$ cat config.mk
export PLATFORM = sky130hd
export DESIGN_NAME = trigger_fft_top
export DESIGN_NICKNAME = d
export VERILOG_FILES = /design/src/trigger_fft_types_pkg.sv /design/src/trigger_fft_ctrl_pkg.sv /design/src/dft_engine.sv /design/src/fft_controller.sv /design/src/frame_ram.sv /design/src/trigger_detect.sv /design/src/trigger_fft_top.sv
export SDC_FILE = /design/constraint.sdc
export NUM_CORES = 1
export LEC_CHECK = 0
export ABC_AREA = 0
export ABC_CLOCK_PERIOD_IN_PS = 23500
export BUFFER_PORTS_ARGS = -buffer_cell sky130_fd_sc_hd__buf_4
export CORE_AREA = 2 2 377 230
export DETAILED_ROUTE_END_ITERATION = 16
export DIE_AREA = 0 0 379 232
export SLEW_MARGIN = 20
export SYNTH_ARGS = -nofsm -noshare
export SYNTH_HDL_FRONTEND = slang
export SYNTH_HIERARCHICAL = 1
export SYNTH_SLANG_ARGS = --single-unit
$ cat constraint.sdc
create_clock -name clk -period 23.5 [get_ports clk]
set_input_delay 7.05 -clock clk [delete_from_list [all_inputs] [get_ports clk]]
set_output_delay 7.05 -clock clk [all_outputs]
set_load 0.01 [all_outputs]
$ cat src/trigger_fft_types_pkg.sv
// spectral trigger data formats: samples, twiddles, products, bin results and beats
package trigger_fft_types_pkg;

  typedef logic signed [9:0]  sample_t;   // one input sample, two's complement
  typedef logic [15:0]        mag_t;      // bin magnitude, unsigned
  typedef logic [3:0]         bin_idx_t;  // bin or sample index within a frame
  typedef logic signed [7:0]  twiddle_t;  // cos/sin scaled by 127
  typedef logic signed [17:0] prod_t;     // sample x twiddle
  typedef logic signed [23:0] acc_t;      // sum of 16 products, with headroom

  // one sample on its way into the DFT engine
  typedef struct packed {
    logic     valid;
    logic     first;   // clears the accumulators
    logic     last;    // closes the bin
    bin_idx_t bin;     // bin being computed
    sample_t  sample;
  } sample_beat_t;

  // one finished bin out of the engine
  typedef struct packed {
    logic     valid;
    bin_idx_t bin;
    mag_t     mag;
  } bin_result_t;

  // round(127 * cos(2*pi*m/16))
  localparam twiddle_t cos_table [16] = '{
    8'sd127,  8'sd117,  8'sd90,   8'sd49,   8'sd0,   -8'sd49,  -8'sd90,  -8'sd117,
    -8'sd127, -8'sd117, -8'sd90,  -8'sd49,  8'sd0,    8'sd49,   8'sd90,   8'sd117
  };

  // round(127 * sin(2*pi*m/16))
  localparam twiddle_t sin_table [16] = '{
    8'sd0,    8'sd49,   8'sd90,   8'sd117,  8'sd127,  8'sd117,  8'sd90,   8'sd49,
    8'sd0,    -8'sd49,  -8'sd90,  -8'sd117, -8'sd127, -8'sd117, -8'sd90,  -8'sd49
  };

endpackage
$ cat src/trigger_fft_ctrl_pkg.sv
// spectral trigger control definitions: FSM state encoding and trigger configuration
package trigger_fft_ctrl_pkg;

  import trigger_fft_types_pkg::*;

  // frame sequencing states
  typedef enum logic [1:0] {
    IDLE_FILL = 2'd0,  // collecting samples into the frame buffer
    TRANSFORM = 2'd1,  // sweeping bins x samples into the engine
    FINISH    = 2'd2   // draining the engine pipeline
  } ctrl_state_t;

  // trigger setup, sampled once per frame
  typedef struct packed {
    bin_idx_t frequency;  // bin to watch
    mag_t     threshold;  // trigger when magnitude >= this
  } trigger_cfg_t;

endpackage

$ cat src/dft_engine.sv
// sequential 16-point DFT: twiddle multiply, accumulate per bin, |re|+|im| magnitude out
`timescale 1ns/1ps

module dft_engine import trigger_fft_types_pkg::*; (
  input  logic         clk,
  input  logic         reset_b,
  input  sample_beat_t beat,
  output bin_result_t  result
);

  localparam int ACC_W = $bits(acc_t);

  bin_idx_t pos_q;       // sample position of the previous beat
  bin_idx_t pos_d;
  logic [7:0] kn;        // bin x position, full width
  bin_idx_t tw_idx;
  prod_t    re_prod_d;
  prod_t    im_prod_d;
  prod_t    re_prod_q;
  prod_t    im_prod_q;
  logic     s1_vld_q;
  logic     s1_first_q;
  logic     s1_last_q;
  bin_idx_t s1_bin_q;
  acc_t     re_acc_q;
  acc_t     im_acc_q;
  acc_t     re_acc_d;
  acc_t     im_acc_d;
  logic     res_vld_q;
  bin_idx_t res_bin_q;
  mag_t     res_mag_q;

  // (|re| + |im|) >> 7, clipped to 16 bits
  function automatic mag_t abs_sum_mag(input acc_t re, input acc_t im);
    logic [ACC_W-1:0] abs_re;
    logic [ACC_W-1:0] abs_im;
    logic [ACC_W:0]   sum;
    logic [ACC_W-7:0] scaled;
    abs_re = re[ACC_W-1] ? ACC_W'(-re) : ACC_W'(re);
    abs_im = im[ACC_W-1] ? ACC_W'(-im) : ACC_W'(im);
    sum    = abs_re + abs_im;  // carry kept
    scaled = sum[ACC_W:7];
    if (|scaled[ACC_W-7:16]) begin
      return '1;  // saturate
    end
    return scaled[15:0];
  endfunction

  // stage 1: twiddle lookup and multiply
  always_comb begin
    pos_d     = beat.first ? '0 : pos_q + 1'b1;  // position restarts each bin
    kn        = beat.bin * pos_d;
    tw_idx    = kn[3:0];                          // (k*n) mod 16
    re_prod_d = $signed(beat.sample) * cos_table[tw_idx];
    im_prod_d = $signed(beat.sample) * sin_table[tw_idx];
  end

  always_ff @(posedge clk or negedge reset_b) begin
    if (!reset_b) begin
      pos_q      <= '0;
      s1_vld_q   <= 1'b0;
      s1_first_q <= 1'b0;
      s1_last_q  <= 1'b0;
    end else begin
      if (beat.valid) begin
        pos_q <= pos_d;
      end
      s1_vld_q   <= beat.valid;
      s1_first_q <= beat.valid && beat.first;
      s1_last_q  <= beat.valid && beat.last;
    end
  end

  always_ff @(posedge clk) begin
    re_prod_q <= re_prod_d;
    im_prod_q <= im_prod_d;
    s1_bin_q  <= beat.bin;
  end

  // stage 2: accumulate, cleared by first
  assign re_acc_d = s1_first_q ? acc_t'(re_prod_q) : re_acc_q + acc_t'(re_prod_q);
  assign im_acc_d = s1_first_q ? acc_t'(im_prod_q) : im_acc_q + acc_t'(im_prod_q);

  always_ff @(posedge clk) begin
    if (s1_vld_q) begin
      re_acc_q <= re_acc_d;
      im_acc_q <= im_acc_d;
    end
    res_bin_q <= s1_bin_q;
    res_mag_q <= abs_sum_mag(re_acc_d, im_acc_d);  // includes the closing product
  end

  always_ff @(posedge clk or negedge reset_b) begin
    if (!reset_b) begin
      res_vld_q <= 1'b0;
    end else begin
      res_vld_q <= s1_vld_q && s1_last_q;  // 2 cycles after the last beat
    end
  end

  assign result = '{valid: res_vld_q, bin: res_bin_q, mag: res_mag_q};

endmodule

$ cat src/fft_controller.sv
// frame controller: fills the sample buffer, sweeps bins into the engine, marks frame start/end
`timescale 1ns/1ps

module fft_controller import trigger_fft_types_pkg::*, trigger_fft_ctrl_pkg::*; #(
  parameter int N_POINTS = 16
) (
  input  logic         clk,
  input  logic         reset_b,
  input  logic         data_ready,  // sample strobe
  input  sample_t      sample_rd,   // sample buffer read data
  output logic         wr_en,
  output bin_idx_t     wr_addr,
  output bin_idx_t     rd_addr,
  output sample_beat_t beat,
  output logic         send_frame,  // one pulse per frame start
  output logic         frame_busy,
  output logic         frame_done   // one pulse once the spectrum is complete
);

  localparam bin_idx_t LAST_IDX   = bin_idx_t'(N_POINTS - 1);
  localparam bin_idx_t DRAIN_LAST = bin_idx_t'(3);  // read + two engine stages + write

  ctrl_state_t state_q;
  bin_idx_t    idx_q;         // write index, then sample index, then drain count
  bin_idx_t    bin_q;         // bin under computation
  logic        send_q;
  logic        beat_vld_q;
  logic        beat_first_q;
  logic        beat_last_q;
  bin_idx_t    beat_bin_q;
  logic        fill_done;
  logic        sweep_done;
  logic        drain_done;
  bin_idx_t    idx_inc;

  assign wr_en      = (state_q == IDLE_FILL) && data_ready;  // strobes ignored while busy
  assign wr_addr    = idx_q;
  assign rd_addr    = idx_q;
  assign idx_inc    = (idx_q == LAST_IDX) ? '0 : idx_q + 1'b1;  // wraps at frame size
  assign fill_done  = wr_en && (idx_q == LAST_IDX);
  assign sweep_done = (state_q == TRANSFORM) && (idx_q == LAST_IDX) && (bin_q == LAST_IDX);
  assign drain_done = (state_q == FINISH) && (idx_q == DRAIN_LAST);

  // main FSM and counters
  always_ff @(posedge clk or negedge reset_b) begin
    if (!reset_b) begin
      state_q <= IDLE_FILL;
      idx_q   <= '0;
      bin_q   <= '0;
      send_q  <= 1'b0;
    end else begin
      send_q <= fill_done;  // start pulse the cycle after the 16th write
      case (state_q)
        IDLE_FILL: begin
          if (wr_en) begin
            idx_q <= idx_inc;  // back to 0 after the last write
          end
          if (fill_done) begin
            state_q <= TRANSFORM;
          end
        end
        TRANSFORM: begin
          idx_q <= idx_inc;  // one sample address per cycle
          if (idx_q == LAST_IDX) begin
            bin_q <= (bin_q == LAST_IDX) ? '0 : bin_q + 1'b1;  // next bin, no gap
          end
          if (sweep_done) begin
            state_q <= FINISH;
          end
        end
        FINISH: begin
          if (drain_done) begin
            idx_q   <= '0;  // next frame writes from 0
            state_q <= IDLE_FILL;
          end else begin
            idx_q <= idx_q + 1'b1;  // drain countdown
          end
        end
        default: state_q <= IDLE_FILL;
      endcase
    end
  end

  // beat flags, delayed to meet the buffer read data
  always_ff @(posedge clk or negedge reset_b) begin
    if (!reset_b) begin
      beat_vld_q   <= 1'b0;
      beat_first_q <= 1'b0;
      beat_last_q  <= 1'b0;
    end else begin
      beat_vld_q   <= (state_q == TRANSFORM);
      beat_first_q <= (state_q == TRANSFORM) && (idx_q == '0);
      beat_last_q  <= (state_q == TRANSFORM) && (idx_q == LAST_IDX);
    end
  end

  always_ff @(posedge clk) begin
    beat_bin_q <= bin_q;  // qualified by beat_vld_q
  end

  assign beat = '{valid:  beat_vld_q,
                  first:  beat_first_q,
                  last:   beat_last_q,
                  bin:    beat_bin_q,
                  sample: sample_rd};

  assign send_frame = send_q;
  assign frame_busy = (state_q != IDLE_FILL);  // covers transform and drain
  assign frame_done = drain_done;              // cycle after bin 15 lands in the spectrum

endmodule

$ cat src/frame_ram.sv
// frame buffer: one write port, one registered read port, payload type set per instance
`timescale 1ns/1ps

module frame_ram import trigger_fft_types_pkg::*; #(
  parameter type payload_t = sample_t,  // sample_t or mag_t
  parameter int  DEPTH     = 16
) (
  input  logic     clk,
  input  logic     wr_en,
  input  bin_idx_t wr_addr,
  input  payload_t wr_data,
  input  bin_idx_t rd_addr,
  output payload_t rd_data
);

  payload_t mem [DEPTH];  // storage array

  // write side
  always_ff @(posedge clk) begin
    if (wr_en) begin
      mem[wr_addr] <= wr_data;  // last write wins
    end
  end

  // read side, one cycle latency
  always_ff @(posedge clk) begin
    rd_data <= mem[rd_addr];  // old data on same-cycle collision
  end

endmodule

$ cat src/trigger_detect.sv
// trigger detector: watches one bin per frame and fires when it reaches the threshold
`timescale 1ns/1ps

module trigger_detect import trigger_fft_types_pkg::*, trigger_fft_ctrl_pkg::*; (
  input  logic         clk,
  input  logic         reset_b,
  input  trigger_cfg_t cfg,
  input  logic         frame_start,  // latch cfg here
  input  logic         frame_done,   // decide here
  input  bin_result_t  result,
  output logic         trigger
);

  trigger_cfg_t cfg_q;      // config held for the whole frame
  mag_t         hit_mag_q;  // magnitude of the watched bin
  logic         bin_match;
  logic         over_thr;

  assign bin_match = result.valid && (result.bin == cfg_q.frequency);

  always_ff @(posedge clk or negedge reset_b) begin
    if (!reset_b) begin
      cfg_q     <= '0;
      hit_mag_q <= '0;
    end else begin
      if (frame_start) begin
        cfg_q <= cfg;  // cfg may change freely between frames
      end else if (bin_match) begin
        hit_mag_q <= result.mag;
      end
    end
  end

  assign over_thr = (hit_mag_q >= cfg_q.threshold);  // equal counts as a hit
  assign trigger  = frame_done && over_thr;          // same cycle as spectrum_ready

endmodule

$ cat src/trigger_fft_top.sv
// spectral trigger top: sample buffer, frame controller, DFT engine, spectrum buffer, detector
`timescale 1ns/1ps

module trigger_fft_top import trigger_fft_types_pkg::*, trigger_fft_ctrl_pkg::*; #(
  parameter int N_POINTS = 16
) (
  input  logic         clk,
  input  logic         reset_b,
  input  logic         data_ready,      // sample strobe
  input  sample_t      sample_in,
  input  trigger_cfg_t cfg,
  input  bin_idx_t     spec_addr,       // spectrum read address
  output logic         send_frame,      // transform started
  output logic         frame_busy,
  output logic         spectrum_ready,  // all bins written
  output logic         trigger,
  output mag_t         spec_data        // one cycle after spec_addr
);

  logic         samp_wr_en;
  bin_idx_t     samp_wr_addr;
  bin_idx_t     samp_rd_addr;
  sample_t      samp_rd_data;
  sample_beat_t beat;
  bin_result_t  bin_res;
  logic         frame_done;

  fft_controller #(
    .N_POINTS (N_POINTS)
  ) ctrl_i (
    .clk        (clk),
    .reset_b    (reset_b),
    .data_ready (data_ready),
    .sample_rd  (samp_rd_data),
    .wr_en      (samp_wr_en),
    .wr_addr    (samp_wr_addr),
    .rd_addr    (samp_rd_addr),
    .beat       (beat),
    .send_frame (send_frame),
    .frame_busy (frame_busy),
    .frame_done (frame_done)
  );

  frame_ram #(
    .payload_t (sample_t),
    .DEPTH     (N_POINTS)
  ) sample_buf_i (
    .clk     (clk),
    .wr_en   (samp_wr_en),
    .wr_addr (samp_wr_addr),
    .wr_data (sample_in),     // written straight from the input
    .rd_addr (samp_rd_addr),
    .rd_data (samp_rd_data)
  );

  dft_engine engine_i (
    .clk     (clk),
    .reset_b (reset_b),
    .beat    (beat),
    .result  (bin_res)
  );

  frame_ram #(
    .payload_t (mag_t),
    .DEPTH     (N_POINTS)
  ) spectrum_buf_i (
    .clk     (clk),
    .wr_en   (bin_res.valid),  // one write per finished bin
    .wr_addr (bin_res.bin),
    .wr_data (bin_res.mag),
    .rd_addr (spec_addr),
    .rd_data (spec_data)
  );

  trigger_detect detect_i (
    .clk         (clk),
    .reset_b     (reset_b),
    .cfg         (cfg),
    .frame_start (send_frame),
    .frame_done  (frame_done),
    .result      (bin_res),
    .trigger     (trigger)
  );

  assign spectrum_ready = frame_done;

endmodule

==> flow_metrics.py, run 1 <==
metrics = {
    "status": {
        "status": "completed",
    },
    "synthesis": {
        "syn_inst": 2602,
        "syn_area_sq_um": 33500,
        "ys_seq_area_frac": 0.5130,
        "yosys_most_used_dff": "edfxtp_1",
        "syn-num-nets": 2941,
        "netlist-cell-type-count": 99,
        "ys_warn_count": 6,
        "synth_edf_count": 464,
        "avgSynthCellArea_sq_um": 12.88,
        "async_flop_share": 0.09477,
        "ys_ff_latch": 612,
    },
    "setup_path": {
        "worst_ep_required_time_ns": 16.45,
        "crit_chain": "buf_4 > ha_1 > and3_1 > inv_1 > or4_1 > o21ai_0 > buf_4",
        "cp_common_cell": "buf_4",
        "reg2regPathDepth": 31,
        "cp.arrival_ns": 3.63,
        "crit_fanout": 52,
        "cp-end-kind": "output pin",
        "rr_endpoint": "engine_i/re_prod_q[17]$_DFF_P_",
        "critPathLaunchType": "flip-flop",
        "critical_path.top_delay_family": "buffers and inverters",
        "critPathBufInv": 3,
        "r2r-start": "engine_i/pos_q[0]$_DFFE_PN0P_",
        "ff2ff_setup_slack_ns": 14.69,
        "crit_path_top_delay_cell": "buf_4",
        "critical_path_class": "flip-flop to output pin",
        "setup.worst_path.start": "ctrl_i/rd_addr[0]$_DFFE_PN0P_",
        "cp_slowest_stage_delay_ns": 0.68,
        "crit_end": "trigger",
        "path_depth": 7,
    },
    "place": {
        "dp.cells": 3743,
        "io_buffers": 56,
        "post-dp-hpwl_um": 54750,
        "place_congestion": 0.8305,
    },
    "sta": {
        "holdWs_ns": 0.3291,
        "worst_slew_pin_slew_ns": 1.136,
        "rsz0062_at_grt": "no",
        "fin_crit_ns": 10.68,
        "setup_viol": 0,
        "fmax_ghz": 0.09360,
        "fin_crit_sh": 0.4546,
        "tns_ns": 0,
        "slew-limit-headroom": 0.2396,
        "final-max-slew-violation-count": 0,
        "hold_violations": 0,
        "finalClockSkew_ns": 0.03270,
    },
    "global_routing": {
        "grt_usage": 0.1815,
        "grt_pass1_vias": 20861,
        "grt_remaining_overflow": 0,
        "grt_max_degree": 65,
        "antenna_found_initial": 0,
        "grt_pass1_wl_um": 123100,
    },
    "cells_and_area": {
        "area_growth_pct": 11.33,
        "final_common_cell": "edfxtp_1",
        "fin_nets": 2997,
        "fillers": 7601,
        "drive_gt1_frac": 0.1421,
        "final_cell_mix": "edfxtp_1 (464), inv_1 (261), nand2_1 (177)",
        "finalNonFillerCells": 3858,
    },
    "job": {
        "maxCapViolCount": 0,
    },
    "detailed_routing": {
        "drc": 0,
        "vias_per_cell": 5.383,
        "drt_iter0_drc": 1895,
        "drt-total-wl_um": 78500,
        "postRouteAntennaNets": 0,
        "vias": 20768,
        "firstDrtPassIters": 5,
        "wl_per_cell_um": 20.35,
    },
    "floorplanning": {
        "fp.dieH_um": 232,
        "die_area_sq_um": 87930,
        "die_w_um": 379,
        "fp.coreArea_sq_um": 84530,
        "fp-row-count": 83,
        "ioPinCount": 57,
        "start_util": 0.3963,
    },
    "clocking": {
        "post_cts_resized": 0,
        "clockRootBuffer": "clkbuf_16",
        "h-tree-depth": 2,
        "clock-sinks": 612,
        "post_cts_buffers": 0,
        "cts_tree": "built",
        "clkLatencyLatePin_ns": 0.65,
        "cts.clk_slew.worst_paths_ns": 0.07,
        "numCtsBuffers": 60,
        "holdBufCountCts": 0,
        "clockBufferDepth": 3,
    },
    "hold_path": {
        "hp-class": "flip-flop to flip-flop",
    },
}
metal layers:
metal  track usage  part of all wire
met5             0                 0
met4       0.04167             0.021
met3       0.03059             0.063
met2        0.2627              0.42
met1        0.2825              0.50
how the worst min path moves through the flow:
stage                                      start                       endpoint  slack, ns  cells after the start
floorplan           engine_i/s1_bin_q[0]$_DFF_P_  engine_i/res_bin_q[0]$_DFF_P_       0.31                      0
global placement    engine_i/s1_bin_q[0]$_DFF_P_  engine_i/res_bin_q[0]$_DFF_P_       0.32                      0
detailed placement  engine_i/s1_bin_q[0]$_DFF_P_  engine_i/res_bin_q[0]$_DFF_P_       0.31                      0
CTS                 engine_i/s1_bin_q[0]$_DFF_P_  engine_i/res_bin_q[0]$_DFF_P_       0.33                      0
global route        engine_i/s1_bin_q[0]$_DFF_P_  engine_i/res_bin_q[0]$_DFF_P_       0.33                      0
finish              engine_i/s1_bin_q[2]$_DFF_P_  engine_i/res_bin_q[2]$_DFF_P_       0.33                      0
logic make-up (layout without fill, tap and decap cells):
family	Yosys count	in the layout	share of synthesized area
mux	145	145	0.08586
fa+ha+maj	302	302	0.1433
simple gates	653	653	0.09920
compound gates	404	404	0.08060
other cells	0	1	0
buf+inv	365	473	0.04642
flops	612	612	0.5130
xor+xnor	121	121	0.03163
cell type report:
cell class	count	area (sq um)	share of cell area
diodes	1	2.502	0.00006709
well taps	1147	1435	0.03848
clock inverters	34	425.4	0.01141
inverters	262	983.4	0.02637
flip-flops and latches	612	17190	0.4609
repair buffers	97	728.2	0.01952
clock buffers	80	1699	0.04556
multi-input cells	1625	14830	0.3977
cells in the mapped netlist, types with 11 or more instances:
library cell  number  area share
xnor2_1           76       0.020
nand3b_1          12      0.0027
inv_1            261       0.029
a21o_1            21      0.0047
mux2i_1           11      0.0033
o21ai_0           94       0.014
buf_1             11      0.0012
edfxtp_1         464        0.42
nor2b_1           27      0.0050
and3_1            13      0.0024
dfrtp_1           58       0.043
clkbuf_1          45      0.0050
nand2b_1          24      0.0045
o31ai_1           11      0.0025
fa_1             136       0.081
mux2_2            29      0.0097
nor2_1           153       0.017
a21oi_1           81       0.012
a31oi_1           20      0.0037
or2_2             14      0.0026
a22oi_1           54       0.012
dfxtp_1           90       0.054
and2_1           103       0.019
ha_1             166       0.062
mux4_2            82       0.055
mux4_1            22       0.017
buf_2             13      0.0019
buf_4             25      0.0056
nand3_1           38      0.0057
nor3_1            34      0.0051
xor2_1            45       0.012
nand2_1          177       0.020
worst reg2reg max path: cells and delay by family, from the launching register on:
family,cells,cell delay [ns]
flip-flops,1,0.44
buffers and inverters,6,0.58
XOR/XNOR,5,0.86
adder cells (fa/ha/maj),9,3.55
AO/OA/AOI/OAI,8,2.70
AND/OR/NAND/NOR,3,0.58
sequential cells by signal, indices dropped and copies added (netlist names), 2 cells and up:
name and flops:
spectrum_buf_i/mem 256, sample_buf_i/mem 160, engine_i/im_acc_q 24, engine_i/re_acc_q 24, detect_i/cfg_q 20, engine_i/im_prod_q 18
engine_i/re_prod_q 18, detect_i/hit_mag_q 16, engine_i/res_mag_q 16, spectrum_buf_i/rd_data 16, sample_buf_i/rd_data 10, ctrl_i/beat_bin_q 4
ctrl_i/bin_q 4, ctrl_i/rd_addr 4, engine_i/pos_q 4, engine_i/res_bin_q 4, engine_i/s1_bin_q 4, ctrl_i/state_q 2
metrics by stage:
step / setup WS, ns / area [sq um] / util
finish: 12.82 / 37300 / 0.4412
global route: 12.58 / 37290 / 0.4412
CTS: 12.69 / 37280 / 0.4411
detailed placement: 13.41 / 35160 / 0.4159
global placement: 13.45 / 35160 / 0.4159
floorplan: 14.60 / 33500 / -
Power of run 1 is not shown: default switching activity piles up to over one toggle a cycle in this logic, so the estimate is an artifact.
==> run 2, diff against run 1 <==
--- a/config.mk
+++ b/config.mk
@@ -5,12 +5,12 @@
 export SDC_FILE = /design/constraint.sdc
 export NUM_CORES = 1
 export LEC_CHECK = 0
-export ABC_AREA = 0
-export ABC_CLOCK_PERIOD_IN_PS = 23500
+export ABC_AREA = 1
+export ABC_CLOCK_PERIOD_IN_PS = 9300
 export BUFFER_PORTS_ARGS = -buffer_cell sky130_fd_sc_hd__buf_4
-export CORE_AREA = 2 2 377 230
+export CORE_AREA = 2 2 397 242
 export DETAILED_ROUTE_END_ITERATION = 16
-export DIE_AREA = 0 0 379 232
+export DIE_AREA = 0 0 399 244
 export SLEW_MARGIN = 20
 export SYNTH_ARGS = -nofsm -noshare
 export SYNTH_HDL_FRONTEND = slang
==> constraint.sdc (replaced) <==
create_clock -name clk -period 9.3 [get_ports clk]
set_input_delay 2.79 -clock clk [delete_from_list [all_inputs] [get_ports clk]]
set_output_delay 2.79 -clock clk [all_outputs]
set_load 0.01 [all_outputs]
==> flow_metrics.py, run 2 <==
metrics = {
    "cells_and_area": {
        "fin_nets": 4604,
        "drive_gt1_frac": 0.08430,
        "fillers": 9036,
        "largest-register": "spectrum_buf_i/mem",
        "final_cell_mix": "nand2_1 (1129), inv_1 (776), nand3_1 (467)",
        "reg_top3": "spectrum_buf_i/mem x256, sample_buf_i/mem x160",
        "final_common_cell": "nand2_1",
        "area_growth_pct": 9.540,
        "utilization": 0.4359,
        "largest_reg_flops": 256,
        "fin_area_sq_um": 40710,
    },
    "detailed_routing": {
        "postRouteAntennaNets": 0,
        "drt-total-wl_um": 95240,
        "vias": 27282,
        "vias_per_cell": 4.902,
        "drt_iter0_drc": 2594,
        "drc": 0,
        "firstDrtPassIters": 9,
        "wl_per_cell_um": 17.11,
    },
    "power_and_ir_drop": {
        "power_density_nw_per_um2": 140.2,
        "vdd_drop_max_mv": 0.1620,
        "p_leak_nw": 19.14,
        "fin_total_pwr_mw": 5.708,
    },
    "synthesis": {
        "netlist_top_cells_count": "nand2_1 (1129), inv_1 (777), nand3_1 (467)",
        "syn-num-nets": 4593,
        "avgSynthCellArea_sq_um": 8.737,
        "netlist-cell-type-count": 62,
        "yosys_most_used_dff": "edfxtp_1",
        "ys_warn_count": 6,
        "synth.area.top_cells": "edfxtp_1 (37%), nand2_1 (11%), inv_1 (7.8%), fa_1 (7.3%), nand3_1 (6.3%)",
        "synth_edf_count": 464,
        "synth_top_area_frac": 0.3749,
        "async_flop_share": 0.09477,
        "syn_area_sq_um": 37170,
        "yosysMostFrequentCell": "nand2_1",
        "syn_inst": 4254,
        "ys_seq_area_frac": 0.4624,
        "yosysTopAreaCell": "edfxtp_1",
        "ys_ff_latch": 612,
    },
    "floorplanning": {
        "die_area_sq_um": 97360,
        "fp.dieH_um": 244,
        "start_util": 0.3980,
        "fp-row-count": 87,
        "die_w_um": 399,
        "ioPinCount": 57,
        "fp.coreArea_sq_um": 93400,
    },
    "setup_path": {
        "worst_ep_required_time_ns": 9.87,
        "cp_common_cell": "nand2_1",
        "cp_slowest_stage_delay_ns": 0.56,
        "crit_path_top_delay_cell": "ha_1",
        "critPathLaunchType": "flip-flop",
        "crit_fanout": 12,
        "critical_path_class": "flip-flop to flip-flop",
        "cp-end-kind": "flip-flop",
        "cp.arrival_ns": 8.10,
    },
    "sta": {
        "final-max-slew-violation-count": 0,
        "fin_crit_ns": 7.528,
        "finalClockSkew_ns": 0.03210,
        "worst_slew_pin_slew_ns": 1.048,
        "fin_crit_sh": 0.8094,
        "rsz0062_at_grt": "no",
        "fin_ws_ns": 1.772,
        "fmax_ghz": 0.1328,
        "tns_ns": 0,
        "setup_viol": 0,
        "slew-limit-headroom": 0.2990,
        "hold_violations": 0,
    },
    "place": {
        "post-dp-hpwl_um": 65760,
        "io_buffers": 56,
        "place_congestion": 0.8944,
        "dp_slack_ns": 1.867,
        "placedInstanceArea_sq_um": 38540,
    },
    "global_routing": {
        "grt_max_degree": 89,
        "grt_pass1_wl_um": 149600,
        "grt_pass1_vias": 25323,
        "grt_remaining_overflow": 0,
        "antenna_found_initial": 1,
        "grt_usage": 0.1963,
    },
    "job": {
        "maxCapViolCount": 0,
    },
    "clocking": {
        "clock-sinks": 612,
        "clkLatencyLatePin_ns": 0.66,
        "cts_tree": "built",
        "cts.clk_slew.worst_paths_ns": 0.07,
        "numCtsBuffers": 61,
        "post_cts_buffers": 0,
        "clockBufferDepth": 3,
        "clockRootBuffer": "clkbuf_16",
        "h-tree-depth": 2,
        "post_cts_resized": 0,
        "holdBufCountCts": 0,
    },
    "status": {
        "status": "completed",
    },
    "hold_path": {
        "hp-class": "flip-flop to flip-flop",
    },
}
==> run 2: cell families (layout without fill, tap and decap cells) <==
family / Yosys count / in the layout / synth area share
mux: 3 / 3 / 0.0009088
compound gates: 244 / 244 / 0.03895
buf+inv: 950 / 1014 / 0.1057
simple gates: 2049 / 2049 / 0.2400
flops: 612 / 612 / 0.4624
other cells: 0 / 1 / 0
xor+xnor: 94 / 94 / 0.02296
fa+ha+maj: 302 / 302 / 0.1291
==> run 2: routing by layer <==
| layer | vias to the layer above | wire, um | global-route usage |
|---|---|---|---|
| met2 | 822 | 36020 | 0.2569 |
| met5 | - | 0 | 0 |
| met3 | 91 | 7500 | 0.03485 |
| met1 | 12906 | 50520 | 0.3315 |
| li1 | 13463 | - | - |
| met4 | 0 | 1201 | 0.03030 |
==> run 2: final timing paths <==
| kind | startpoint | end | slack, ns | depth (start not counted) |
|---|---|---|---|---|
| worst max-delay path | engine_i/pos_q[0]$_DFFE_PN0P_ | engine_i/im_prod_q[16]$_DFF_P_ | 1.77 | 34 |
| worst min register to register | engine_i/s1_bin_q[3]$_DFF_P_ | engine_i/res_bin_q[3]$_DFF_P_ | 0.33 | 0 |
| worst max register to register | engine_i/pos_q[0]$_DFFE_PN0P_ | engine_i/im_prod_q[16]$_DFF_P_ | 1.77 | 34 |
| max in group asynchronous | reset_b | engine_i/s1_vld_q$_DFF_PN0_ | 6.53 | 1 |
| min in group asynchronous | reset_b | ctrl_i/rd_addr[2]$_DFFE_PN0P_ | 2.19 | 1 |
| worst min-delay path | engine_i/s1_bin_q[3]$_DFF_P_ | engine_i/res_bin_q[3]$_DFF_P_ | 0.33 | 0 |
==> run 2: power breakdown <==
group | switching (mW) | leakage (nW) | internal (mW)
Sequential | 0.00238 | 5.65 | 2.92
Combinational | 0.0985 | 12.4 | 0.0446
Clock | 1.15 | 1.05 | 1.50
Total | 1.25 | 19.1 | 4.46
==> run 2: area by class of cell <==
cell class | instances | area (sq um) | share of cell area
well taps | 1246 | 1559 | 0.03829
multi-input cells | 2692 | 16110 | 0.3957
clock inverters | 35 | 394.1 | 0.009680
flip-flops and latches | 612 | 17190 | 0.4222
clock buffers | 81 | 1769 | 0.04345
repair buffers | 82 | 615.6 | 0.01512
diodes | 1 | 2.502 | 0.00006146
inverters | 816 | 3073 | 0.07548
==> run 2: worst max-delay path, delay by kind of cell (launching register included) <==
family	cells	cell delay (ns)
fa+ha+maj	9	3.87
flops	1	0.41
xor+xnor	1	0.14
buf+inv	7	0.68
compound gates	7	1.36
simple gates	10	1.00
==> run 2: stage by stage <==
step                cells  hold WS (ns)
floorplan            4254        0.3096
global placement     5448        0.3146
detailed placement   5448        0.3154
CTS                  5564        0.3309
global route         5564        0.3400
finish               5565        0.3290
Power figures use the tool's default switching activity.
